### src/hw/uc_pkg.sv
// Shared definitions for the uncached request handler
// Widths and vector types for addresses, data and identifiers
// Core operation, memory command and atomic sub-command encodings
// Early decode outcome, SC return codes and execute FSM states
// Core and memory request/response structs
package uc_pkg;

    localparam int ADDR_W      = 32;
    localparam int DATA_W      = 64;
    localparam int LINE_OFS_W  = 6;
    localparam int RSRV_WORD_W = 3;
    localparam int ID_W        = 4;

    typedef logic [ADDR_W-1:0]            addr_t;
    typedef logic [DATA_W-1:0]            data_t;
    typedef logic [DATA_W/8-1:0]          be_t;
    typedef logic [2:0]                   size_t;
    typedef logic [ID_W-1:0]              id_t;
    typedef logic [ADDR_W-LINE_OFS_W-1:0] nline_t;

    typedef enum logic [3:0] {
        OP_LD, OP_ST, OP_LR, OP_SC, OP_SWAP, OP_ADD, OP_AND,
        OP_OR, OP_XOR, OP_MAX, OP_MAXU, OP_MIN, OP_MINU
    } uc_op_e;

    typedef enum logic [1:0] {
        MEM_READ, MEM_WRITE, MEM_ATOMIC
    } mem_cmd_e;

    typedef enum logic [3:0] {
        AMO_LDEX, AMO_STEX, AMO_SWAP, AMO_ADD, AMO_CLR, AMO_SET,
        AMO_EOR, AMO_SMAX, AMO_UMAX, AMO_SMIN, AMO_UMIN
    } mem_amo_e;

    typedef enum logic [1:0] {
        OUT_MEM, OUT_ERR, OUT_SC_FAIL
    } dec_outcome_e;

    localparam logic SC_SUCCESS = 1'b0;
    localparam logic SC_FAILURE = 1'b1;

    typedef struct packed {
        uc_op_e op;
        addr_t  addr;
        size_t  size;
        data_t  data;
        be_t    be;
        logic   uc;
        id_t    sid;
        id_t    tid;
        logic   need_rsp;
    } core_req_t;

    typedef struct packed {
        data_t rdata;
        id_t   sid;
        id_t   tid;
        logic  error;
    } core_rsp_t;

    typedef struct packed {
        mem_cmd_e cmd;
        mem_amo_e amo;
        addr_t    addr;
        size_t    size;
        data_t    data;
        be_t      be;
    } mem_req_t;

    typedef struct packed {
        data_t rdata;
        logic  error;
        logic  is_atomic;
    } mem_rsp_t;

    typedef enum logic [2:0] {
        ST_IDLE, ST_WAIT_PENDING, ST_MEM_REQ, ST_MEM_WAIT_RSP, ST_CORE_RSP
    } uc_state_e;

endpackage

### src/hw/uc_decode.sv
// Request decode for the uncached handler
// Registers the accepted core request and classifies it
// Flags accepted SC and matching atomics for the reservation unit
`timescale 1ns/100ps

module uc_decode (
    input  logic                 clk_i,
    input  logic                 rst_ni,
    input  logic                 req_accept_i,
    input  uc_pkg::core_req_t    req_i,
    input  logic                 cfg_err_cacheable_amo_i,
    input  logic                 rsrv_hit_i,
    output uc_pkg::core_req_t    req_q_o,
    output uc_pkg::dec_outcome_e outcome_o,
    output logic                 sc_accept_o,
    output logic                 amo_clear_o
);
    import uc_pkg::*;

    logic is_amo;
    logic is_sc;

    // LR and SC count as atomics here
    assign is_amo = (req_i.op != OP_LD) && (req_i.op != OP_ST);
    assign is_sc  = (req_i.op == OP_SC);

    // Outcome of the request on the input, used at acceptance
    always_comb begin
        if (is_amo && !req_i.uc && cfg_err_cacheable_amo_i) begin
            outcome_o = OUT_ERR;
        end else if (is_sc && !rsrv_hit_i) begin
            outcome_o = OUT_SC_FAIL;
        end else begin
            outcome_o = OUT_MEM;
        end
    end

    // Any SC drops the reservation, successful or not
    assign sc_accept_o = req_accept_i && is_sc;
    assign amo_clear_o = req_accept_i && is_amo && (req_i.op != OP_LR) && rsrv_hit_i;

    always_ff @(posedge clk_i or negedge rst_ni) begin
        if (!rst_ni) begin
            req_q_o <= '0;
        end else if (req_accept_i) begin
            req_q_o <= req_i;
        end
    end

endmodule

### src/hw/uc_lrsc_rsrv.sv
// LR/SC reservation for the uncached handler
// One 8-byte reservation, set by a completed LR
// Address match against the incoming request
// Invalidation on clear requests and covering write snoops
`timescale 1ns/100ps

module uc_lrsc_rsrv (
    input  logic          clk_i,
    input  logic          rst_ni,
    input  uc_pkg::addr_t req_addr_i,
    input  logic          set_i,
    input  uc_pkg::addr_t set_addr_i,
    input  logic          clear_i,
    input  logic          snoop_valid_i,
    input  uc_pkg::addr_t snoop_addr_i,
    input  uc_pkg::size_t snoop_size_i,
    output logic          rsrv_hit_o
);
    import uc_pkg::*;

    logic                   rsrv_valid_q;
    addr_t                  rsrv_addr_q;
    nline_t                 rsrv_nline;
    logic [RSRV_WORD_W-1:0] rsrv_word;

    // Word counts need room for up to 16 words past index 7
    logic [7:0]             snoop_bytes;
    logic [4:0]             snoop_words;
    logic [4:0]             snoop_base;
    logic [4:0]             snoop_end;
    logic                   snoop_hit;

    assign rsrv_nline = rsrv_addr_q[LINE_OFS_W +: ADDR_W-LINE_OFS_W];
    assign rsrv_word  = rsrv_addr_q[3 +: RSRV_WORD_W];

    assign rsrv_hit_o = rsrv_valid_q &&
                        (rsrv_nline == req_addr_i[LINE_OFS_W +: ADDR_W-LINE_OFS_W]) &&
                        (rsrv_word  == req_addr_i[3 +: RSRV_WORD_W]);

    // Snoops narrower than a word still cover the whole word
    assign snoop_bytes = 8'h1 << snoop_size_i;
    assign snoop_words = (snoop_size_i < 3) ? 5'd1 : snoop_bytes[7:3];
    assign snoop_base  = {2'b00, snoop_addr_i[3 +: RSRV_WORD_W]};
    assign snoop_end   = snoop_base + snoop_words;

    assign snoop_hit = snoop_valid_i && rsrv_valid_q &&
                       (rsrv_nline == snoop_addr_i[LINE_OFS_W +: ADDR_W-LINE_OFS_W]) &&
                       ({2'b00, rsrv_word} >= snoop_base) &&
                       ({2'b00, rsrv_word} <  snoop_end);

    // A new LR wins over a same-cycle invalidation
    always_ff @(posedge clk_i or negedge rst_ni) begin
        if (!rst_ni) begin
            rsrv_valid_q <= 1'b0;
        end else if (set_i) begin
            rsrv_valid_q <= 1'b1;
        end else if (clear_i || snoop_hit) begin
            rsrv_valid_q <= 1'b0;
        end
    end

    always_ff @(posedge clk_i) begin
        if (set_i) begin
            rsrv_addr_q <= set_addr_i;
        end
    end

endmodule

### src/hw/uc_execute.sv
// Execute stage of the uncached handler
// Sequencing FSM: drain wait, memory request, response wait, core response
// Memory request formatting from the registered core request
// LR completion and failure pulses for the reservation unit
`timescale 1ns/100ps

module uc_execute (
    input  logic                 clk_i,
    input  logic                 rst_ni,
    input  logic                 req_valid_i,
    output logic                 req_ready_o,
    output logic                 req_accept_o,
    input  uc_pkg::core_req_t    req_q_i,
    input  uc_pkg::dec_outcome_e outcome_i,
    input  logic                 pending_empty_i,
    output logic                 mem_req_valid_o,
    input  logic                 mem_req_ready_i,
    output uc_pkg::mem_req_t     mem_req_o,
    input  logic                 mem_rsp_valid_i,
    input  logic                 mem_rsp_error_i,
    output logic                 lr_done_o,
    output logic                 lr_fail_o,
    output logic                 core_rsp_valid_o,
    input  logic                 core_rsp_ready_i
);
    import uc_pkg::*;

    uc_state_e state_q, state_d;
    logic      lr_rsp;

    assign req_ready_o      = (state_q == ST_IDLE);
    assign req_accept_o     = req_valid_i && req_ready_o;
    assign mem_req_valid_o  = (state_q == ST_MEM_REQ);
    assign core_rsp_valid_o = (state_q == ST_CORE_RSP);

    assign lr_rsp    = (state_q == ST_MEM_WAIT_RSP) && mem_rsp_valid_i && (req_q_i.op == OP_LR);
    assign lr_done_o = lr_rsp && !mem_rsp_error_i;
    assign lr_fail_o = lr_rsp && mem_rsp_error_i;

    always_comb begin
        state_d = state_q;
        case (state_q)
            ST_IDLE: begin
                if (req_accept_o) begin
                    // Errors and failed SCs skip memory entirely
                    if (outcome_i != OUT_MEM) begin
                        state_d = ST_CORE_RSP;
                    end else if (pending_empty_i) begin
                        state_d = ST_MEM_REQ;
                    end else begin
                        state_d = ST_WAIT_PENDING;
                    end
                end
            end
            ST_WAIT_PENDING: begin
                if (pending_empty_i) begin
                    state_d = ST_MEM_REQ;
                end
            end
            ST_MEM_REQ: begin
                if (mem_req_ready_i) begin
                    state_d = ST_MEM_WAIT_RSP;
                end
            end
            ST_MEM_WAIT_RSP: begin
                if (mem_rsp_valid_i) begin
                    state_d = req_q_i.need_rsp ? ST_CORE_RSP : ST_IDLE;
                end
            end
            ST_CORE_RSP: begin
                if (core_rsp_ready_i) begin
                    state_d = ST_IDLE;
                end
            end
            default: begin
                state_d = ST_IDLE;
            end
        endcase
    end

    always_ff @(posedge clk_i or negedge rst_ni) begin
        if (!rst_ni) begin
            state_q <= ST_IDLE;
        end else begin
            state_q <= state_d;
        end
    end

    // Command and sub-command per operation
    always_comb begin
        mem_req_o.cmd  = MEM_ATOMIC;
        mem_req_o.amo  = AMO_ADD;
        mem_req_o.addr = req_q_i.addr;
        mem_req_o.size = req_q_i.size;
        mem_req_o.data = req_q_i.data;
        mem_req_o.be   = req_q_i.be;
        case (req_q_i.op)
            OP_LD:   mem_req_o.cmd = MEM_READ;
            OP_ST:   mem_req_o.cmd = MEM_WRITE;
            OP_LR:   mem_req_o.amo = AMO_LDEX;
            OP_SC:   mem_req_o.amo = AMO_STEX;
            OP_SWAP: mem_req_o.amo = AMO_SWAP;
            OP_ADD:  mem_req_o.amo = AMO_ADD;
            OP_AND: begin
                // Memory only has bit clear, so send the cleared bits
                mem_req_o.amo  = AMO_CLR;
                mem_req_o.data = ~req_q_i.data;
            end
            OP_OR:   mem_req_o.amo = AMO_SET;
            OP_XOR:  mem_req_o.amo = AMO_EOR;
            OP_MAX:  mem_req_o.amo = AMO_SMAX;
            OP_MAXU: mem_req_o.amo = AMO_UMAX;
            OP_MIN:  mem_req_o.amo = AMO_SMIN;
            OP_MINU: mem_req_o.amo = AMO_UMIN;
            default: mem_req_o.cmd = MEM_READ;
        endcase
    end

endmodule

### src/hw/uc_result.sv
// Response assembly for the uncached handler
// Captured memory read data, sticky error flag and SC return code
// Core response built from these and the registered request
`timescale 1ns/100ps

module uc_result (
    input  logic                 clk_i,
    input  logic                 rst_ni,
    input  logic                 req_accept_i,
    input  uc_pkg::dec_outcome_e outcome_i,
    input  uc_pkg::core_req_t    req_q_i,
    input  logic                 mem_rsp_valid_i,
    input  uc_pkg::mem_rsp_t     mem_rsp_i,
    output uc_pkg::core_rsp_t    core_rsp_o
);
    import uc_pkg::*;

    data_t       rdata_q;
    logic        error_q;
    logic        sc_code_q;
    logic [31:0] sc_word;
    data_t       sc_rdata;

    always_ff @(posedge clk_i or negedge rst_ni) begin
        if (!rst_ni) begin
            error_q   <= 1'b0;
            sc_code_q <= SC_SUCCESS;
        end else if (req_accept_i) begin
            // A new request starts with a clean error flag
            error_q <= (outcome_i == OUT_ERR);
            if (outcome_i == OUT_SC_FAIL) begin
                sc_code_q <= SC_FAILURE;
            end
        end else if (mem_rsp_valid_i) begin
            if (mem_rsp_i.error && req_q_i.need_rsp) begin
                error_q <= 1'b1;
            end
            if (req_q_i.op == OP_SC) begin
                sc_code_q <= (mem_rsp_i.is_atomic && !mem_rsp_i.error) ?
                             SC_SUCCESS : SC_FAILURE;
            end
        end
    end

    always_ff @(posedge clk_i) begin
        if (mem_rsp_valid_i) begin
            rdata_q <= mem_rsp_i.rdata;
        end
    end

    // 32-bit SC returns the code in both halves
    assign sc_word  = {31'd0, sc_code_q};
    assign sc_rdata = (req_q_i.size == size_t'(2)) ? {2{sc_word}} : {63'd0, sc_code_q};

    assign core_rsp_o.rdata = (req_q_i.op == OP_SC) ? sc_rdata : rdata_q;
    assign core_rsp_o.sid   = req_q_i.sid;
    assign core_rsp_o.tid   = req_q_i.tid;
    assign core_rsp_o.error = error_q;

endmodule

### src/hw/uc_handler.sv
// Uncached request handler top level
// Connects request decode, LR/SC reservation, execute FSM
// and response assembly
`timescale 1ns/100ps

module uc_handler (
    input  logic              clk_i,
    input  logic              rst_ni,
    input  logic              req_valid_i,
    output logic              req_ready_o,
    input  uc_pkg::core_req_t req_i,
    output logic              core_rsp_valid_o,
    input  logic              core_rsp_ready_i,
    output uc_pkg::core_rsp_t core_rsp_o,
    output logic              mem_req_valid_o,
    input  logic              mem_req_ready_i,
    output uc_pkg::mem_req_t  mem_req_o,
    input  logic              mem_rsp_valid_i,
    input  uc_pkg::mem_rsp_t  mem_rsp_i,
    input  logic              pending_empty_i,
    input  logic              snoop_valid_i,
    input  uc_pkg::addr_t     snoop_addr_i,
    input  uc_pkg::size_t     snoop_size_i,
    input  logic              cfg_err_cacheable_amo_i
);
    import uc_pkg::*;

    logic         req_accept;
    core_req_t    req_q;
    dec_outcome_e outcome;
    logic         rsrv_hit;
    logic         sc_accept;
    logic         amo_clear;
    logic         lr_done;
    logic         lr_fail;
    logic         rsrv_clear;

    // Reservation is dropped by SC, conflicting atomics and failed LR
    assign rsrv_clear = sc_accept | amo_clear | lr_fail;

    uc_decode u_decode (
        .clk_i                   (clk_i),
        .rst_ni                  (rst_ni),
        .req_accept_i            (req_accept),
        .req_i                   (req_i),
        .cfg_err_cacheable_amo_i (cfg_err_cacheable_amo_i),
        .rsrv_hit_i              (rsrv_hit),
        .req_q_o                 (req_q),
        .outcome_o               (outcome),
        .sc_accept_o             (sc_accept),
        .amo_clear_o             (amo_clear)
    );

    uc_lrsc_rsrv u_lrsc_rsrv (
        .clk_i         (clk_i),
        .rst_ni        (rst_ni),
        .req_addr_i    (req_i.addr),
        .set_i         (lr_done),
        .set_addr_i    (req_q.addr),
        .clear_i       (rsrv_clear),
        .snoop_valid_i (snoop_valid_i),
        .snoop_addr_i  (snoop_addr_i),
        .snoop_size_i  (snoop_size_i),
        .rsrv_hit_o    (rsrv_hit)
    );

    uc_execute u_execute (
        .clk_i            (clk_i),
        .rst_ni           (rst_ni),
        .req_valid_i      (req_valid_i),
        .req_ready_o      (req_ready_o),
        .req_accept_o     (req_accept),
        .req_q_i          (req_q),
        .outcome_i        (outcome),
        .pending_empty_i  (pending_empty_i),
        .mem_req_valid_o  (mem_req_valid_o),
        .mem_req_ready_i  (mem_req_ready_i),
        .mem_req_o        (mem_req_o),
        .mem_rsp_valid_i  (mem_rsp_valid_i),
        .mem_rsp_error_i  (mem_rsp_i.error),
        .lr_done_o        (lr_done),
        .lr_fail_o        (lr_fail),
        .core_rsp_valid_o (core_rsp_valid_o),
        .core_rsp_ready_i (core_rsp_ready_i)
    );

    uc_result u_result (
        .clk_i           (clk_i),
        .rst_ni          (rst_ni),
        .req_accept_i    (req_accept),
        .outcome_i       (outcome),
        .req_q_i         (req_q),
        .mem_rsp_valid_i (mem_rsp_valid_i),
        .mem_rsp_i       (mem_rsp_i),
        .core_rsp_o      (core_rsp_o)
    );

endmodule

### config.mk
export PLATFORM = sky130hd
export DESIGN_NAME = uc_handler
export DESIGN_NICKNAME = d
export VERILOG_FILES = /design/src/hw/uc_pkg.sv /design/src/hw/uc_decode.sv /design/src/hw/uc_lrsc_rsrv.sv /design/src/hw/uc_execute.sv /design/src/hw/uc_result.sv /design/src/hw/uc_handler.sv
export SDC_FILE = /design/constraint.sdc
export NUM_CORES = 1
export LEC_CHECK = 0
export BUFFER_PORTS_ARGS = -buffer_cell sky130_fd_sc_hd__buf_2
export CAP_MARGIN = 10
export CORE_MARGIN = 3
export CORE_UTILIZATION = 35
export DETAILED_ROUTE_END_ITERATION = 8
export SYNTH_ARGS = -nofsm -noshare
export SYNTH_HDL_FRONTEND = slang
export SYNTH_SLANG_ARGS = --single-unit
### constraint.sdc
create_clock -name clk_i -period 6.88 [get_ports clk_i]
set_input_delay 1.032 -clock clk_i [delete_from_list [all_inputs] [get_ports clk_i]]
set_output_delay 1.032 -clock clk_i [all_outputs]
set_load 0.01 [all_outputs]
==> impl_metrics.py <==
metrics = {
    "clock_tree": {
        "cts_num_sinks": 219,
        "tritoncts": "yes",
        "clk_latency_ns": 0.51,
        "postCtsHoldBufs": 0,
        "htree_num_levels": 1,
        "cts_repair_resize_count": 0,
        "clock_tree.buffer_depth": 3,
        "postCtsSetupBuffers": 0,
        "clkSlewWorstSetupHoldPaths_ns": 0.06,
        "cts_buffers": 25,
        "cts.root.buffer_cell": "sky130_fd_sc_hd__clkbuf_16",
    },
    "synth": {
        "seq_area_frac_synth_pct": 58.51,
        "yosys.cell_count.top_type": "sky130_fd_sc_hd__nand2_1",
        "synth_top_cell_by_area": "sky130_fd_sc_hd__dfrtp_1",
        "synth_ff_type": "sky130_fd_sc_hd__dfrtp_1",
        "ys_types": 50,
        "synthesis.nets": 1208,
        "postSynthCellCount": 968,
        "yosysWarnings": 0,
        "synth.top_cells.by_area": "sky130_fd_sc_hd__dfrtp_1 (31%), sky130_fd_sc_hd__edfxtp_1 (27%), sky130_fd_sc_hd__nand2_1 (14%)",
        "yosys.area.top_type_share_pct": 31.03,
        "most_common_library_cells_after_synthesis": "sky130_fd_sc_hd__nand2_1 (366), sky130_fd_sc_hd__dfrtp_1 (126), sky130_fd_sc_hd__edfxtp_1 (93), sky130_fd_sc_hd__xor2_1 (86), sky130_fd_sc_hd__nor2b_1 (63)",
        "post_synth.cell_area_avg_um2": 10.50,
        "yosys_register_bits": 219,
        "synth_enable_flop_cells": 93,
        "mappedNetlistArea_mm2": 0.01016,
        "synthArstFlopShare_pct": 57.53,
    },
    "grt": {
        "gr-usage-met1_pct": 20.91,
        "number_of_global_route_vias_before_repair": 7695,
        "globalRouteMet3Util_pct": 5.785,
        "grt-busiest-layer": "met2",
        "grt_first_pass_wirelength_mm": 43.08,
        "antenna_found_initial": 10,
        "grt_overflow_total": 0,
        "grtUsageTotal_pct": 17.52,
        "largest_net_degree_at_the_start_of_global_routing": 71,
        "grt_util_met2_pct": 29.78,
    },
    "finish": {
        "final_cell_area_mm2": 0.01293,
        "fillers": 2721,
        "finish.cell_count_without_fillers": 1718,
        "share_of_cells_above_drive_strength_1_pct": 35.15,
        "synthToLayoutAreaGrowth_pct": 27.21,
        "nNetsFinal": 1561,
    },
    "place": {
        "buffer_ports.inserted": 416,
        "post-dp-hpwl_mm": 21.29,
        "dp.cells": 1672,
        "placed_cell_area_mm2": 0.01214,
        "globalplace.congestion": 0.8200,
    },
    "sta": {
        "final_hold_vio_count": 0,
        "setup_violations": 0,
        "hold-worst-slack_ns": 0.4672,
        "setup-tns-final_ns": 0,
        "final_max_tran_viols": 0,
        "final.setup_skew_ns": 0.01200,
        "rsz_0062_raised_after_global_routing": "false",
        "relSlewSlack_pct": 24.08,
        "worstMarginPinSlew_ns": 1.139,
        "achievable-frequency_mhz": 259.4,
        "layout_min_cycle_time_ns": 3.855,
        "final.period_utilization_pct": 56.04,
    },
    "die": {
        "die_extent_in_y_um": 176.4,
        "floorplan.io_pins": 420,
        "initial_utilization_pct": 36.08,
        "fp.dieArea_mm2": 0.03112,
        "design.core.area_mm2": 0.02816,
        "horizontal_extent_of_the_die_um": 176.4,
        "core.rowCount": 61,
    },
    "power_and_ir_drop": {
        "power_switching_mw": 1.920,
        "power_switching_share_pct": 36.81,
        "ir_drop_v": 0.0002949,
        "sequentialPowerShare_pct": 39.5,
        "power_density_mw_per_mm2": 403.4,
        "internal_power_mw": 3.295,
        "fin_total_pwr_mw": 5.215,
        "power.leakage_nw": 6.657,
        "proportion_of_power_drawn_by_combinational_gates_pct": 35.9,
        "clock_power_share_pct": 24.7,
    },
    "setup_path": {
        "cp_max_fo": 53,
        "critPathRequiredTime_ns": 5.85,
        "worst-setup-path-type": "reg2out",
        "critPathCaptureType": "output pin",
        "element_type_at_the_critical_path_start": "register",
        "critPathArrivalTime_ns": 2.82,
    },
    "detailed_routing": {
        "routed_wl_mm": 28.94,
        "drt_iter0_markers": 383,
        "via_count": 7691,
        "drc_errors": 0,
        "route.antenna.remaining_nets": 0,
        "wl_per_cell_um": 16.85,
        "viasPerCell": 4.477,
        "drtPass1Iterations": 5,
    },
    "min_path": {
        "holdCritPathClass": "reg2reg",
    },
    "job": {
        "cap_viol_max_count": 0,
    },
    "run_status": {
        "run_status": "complete, no violations",
    },
}
-- sequential cells by signal, summed over array words and instances, names as in the netlist --
register and flops:
u_result.error_q 1, u_result.rdata_q 64, u_result.sc_code_q 1, u_lrsc_rsrv.rsrv_valid_q 1, u_lrsc_rsrv.rsrv_addr_q 29, u_decode.req_q_o 120, u_execute.state_q 3
-- worst max-delay path, cell delays in order (launching register included) --
cell and delay [ns]:
sky130_fd_sc_hd__dfrtp_1 0.48, sky130_fd_sc_hd__inv_2 0.10, sky130_fd_sc_hd__nor4b_4 0.34, sky130_fd_sc_hd__buf_4 0.28, sky130_fd_sc_hd__buf_4 0.68, sky130_fd_sc_hd__xor2_1 0.21, sky130_fd_sc_hd__buf_2 0.15
-- placed cells by master (no fill, tap or decap), types with 5 or more instances in the layout --
cell type                   Yosys  layout
sky130_fd_sc_hd__a21oi_1        8       8
sky130_fd_sc_hd__buf_2         18     415
sky130_fd_sc_hd__buf_4         59       9
sky130_fd_sc_hd__clkbuf_1      10       9
sky130_fd_sc_hd__clkbuf_16      0      25
sky130_fd_sc_hd__dfrtp_1      126     126
sky130_fd_sc_hd__edfxtp_1      93      93
sky130_fd_sc_hd__ha_1           8       8
sky130_fd_sc_hd__inv_1          9       9
sky130_fd_sc_hd__nand2_1      366     365
sky130_fd_sc_hd__nand2b_1       6       6
sky130_fd_sc_hd__nand4_1        9       9
sky130_fd_sc_hd__nor2b_1       63      63
sky130_fd_sc_hd__nor3_1         5       5
sky130_fd_sc_hd__nor3b_1        6       6
sky130_fd_sc_hd__nor4_1         5       5
sky130_fd_sc_hd__xnor2_1       34      34
sky130_fd_sc_hd__xor2_1        86      86
-- metal layers --
| metal | routed length (um) | up-vias | part of all wire, % |
|---|---|---|---|
| li1 | - | 3745 | - |
| met1 | 11170 | 3556 | 39 |
| met2 | 13780 | 323 | 48 |
| met3 | 2862 | 57 | 9.9 |
| met4 | 1076 | 10 | 3.7 |
| met5 | 55 | - | 0.19 |
-- cells by family after synthesis --
kind of cell	count (synthesis)	synth area share, %
AND/OR/NAND/NOR	481	20.88
flip-flops	219	58.51
XOR/XNOR	120	10.34
buffers and inverters	108	6.907
AO/OA/AOI/OAI	26	1.662
adder cells (fa/ha/maj)	9	1.182
multiplexers	5	0.5171
-- final cells by class --
class	count	area (um2)	area share, %
Inverter	10	37.54	0.2904
Antenna cell	3	7.507	0.05807
Clock inverter	6	81.33	0.6291
Timing Repair Buffer	424	2145	16.59
Clock buffer	37	700.7	5.420
Tap cell	378	473.0	3.659
Multi-Input combinational cell	641	3537	27.36
Sequential cell	219	5946	45.99
-- stage by stage --
step	util [%]	worst slack, ns
5_1_grt	45.90	2.770
3_5_place_dp	43.10	3.490
3_3_place_gp	43.10	3.498
6_report	45.90	3.025
2_1_floorplan	-	3.865
4_1_cts	45.88	2.930
-- worst paths after layout --
| kind | start | endpoint | slack (ns) | cells past startpoint |
|---|---|---|---|---|
| min | u_decode.req_q_o[111] | u_lrsc_rsrv.rsrv_addr_q[26] | 0.47 | 0 |
| min in group asynchronous | rst_ni | u_decode.req_q_o[109] | 0.48 | 1 |
| max | u_decode.req_q_o[118] | mem_req_o[69] | 3.02 | 6 |
| min reg2reg | u_decode.req_q_o[111] | u_lrsc_rsrv.rsrv_addr_q[26] | 0.47 | 0 |
| max in group asynchronous | rst_ni | u_decode.req_q_o[7] | 5.36 | 2 |
| max reg2reg | u_execute.state_q[1] | u_decode.req_q_o[59] | 4.32 | 5 |
-- power groups by stage --
stage,Clock [mW],Combinational (mW),Sequential [mW]
2_1_floorplan,0,1.35,1.98
3_3_place_gp,0,1.89,2.06
3_5_place_dp,0,1.91,2.08
4_1_cts,1.33,1.91,2.06
5_1_grt,1.37,2.09,2.11
6_report,1.29,1.87,2.06
(Power assumes the default switching activity.)
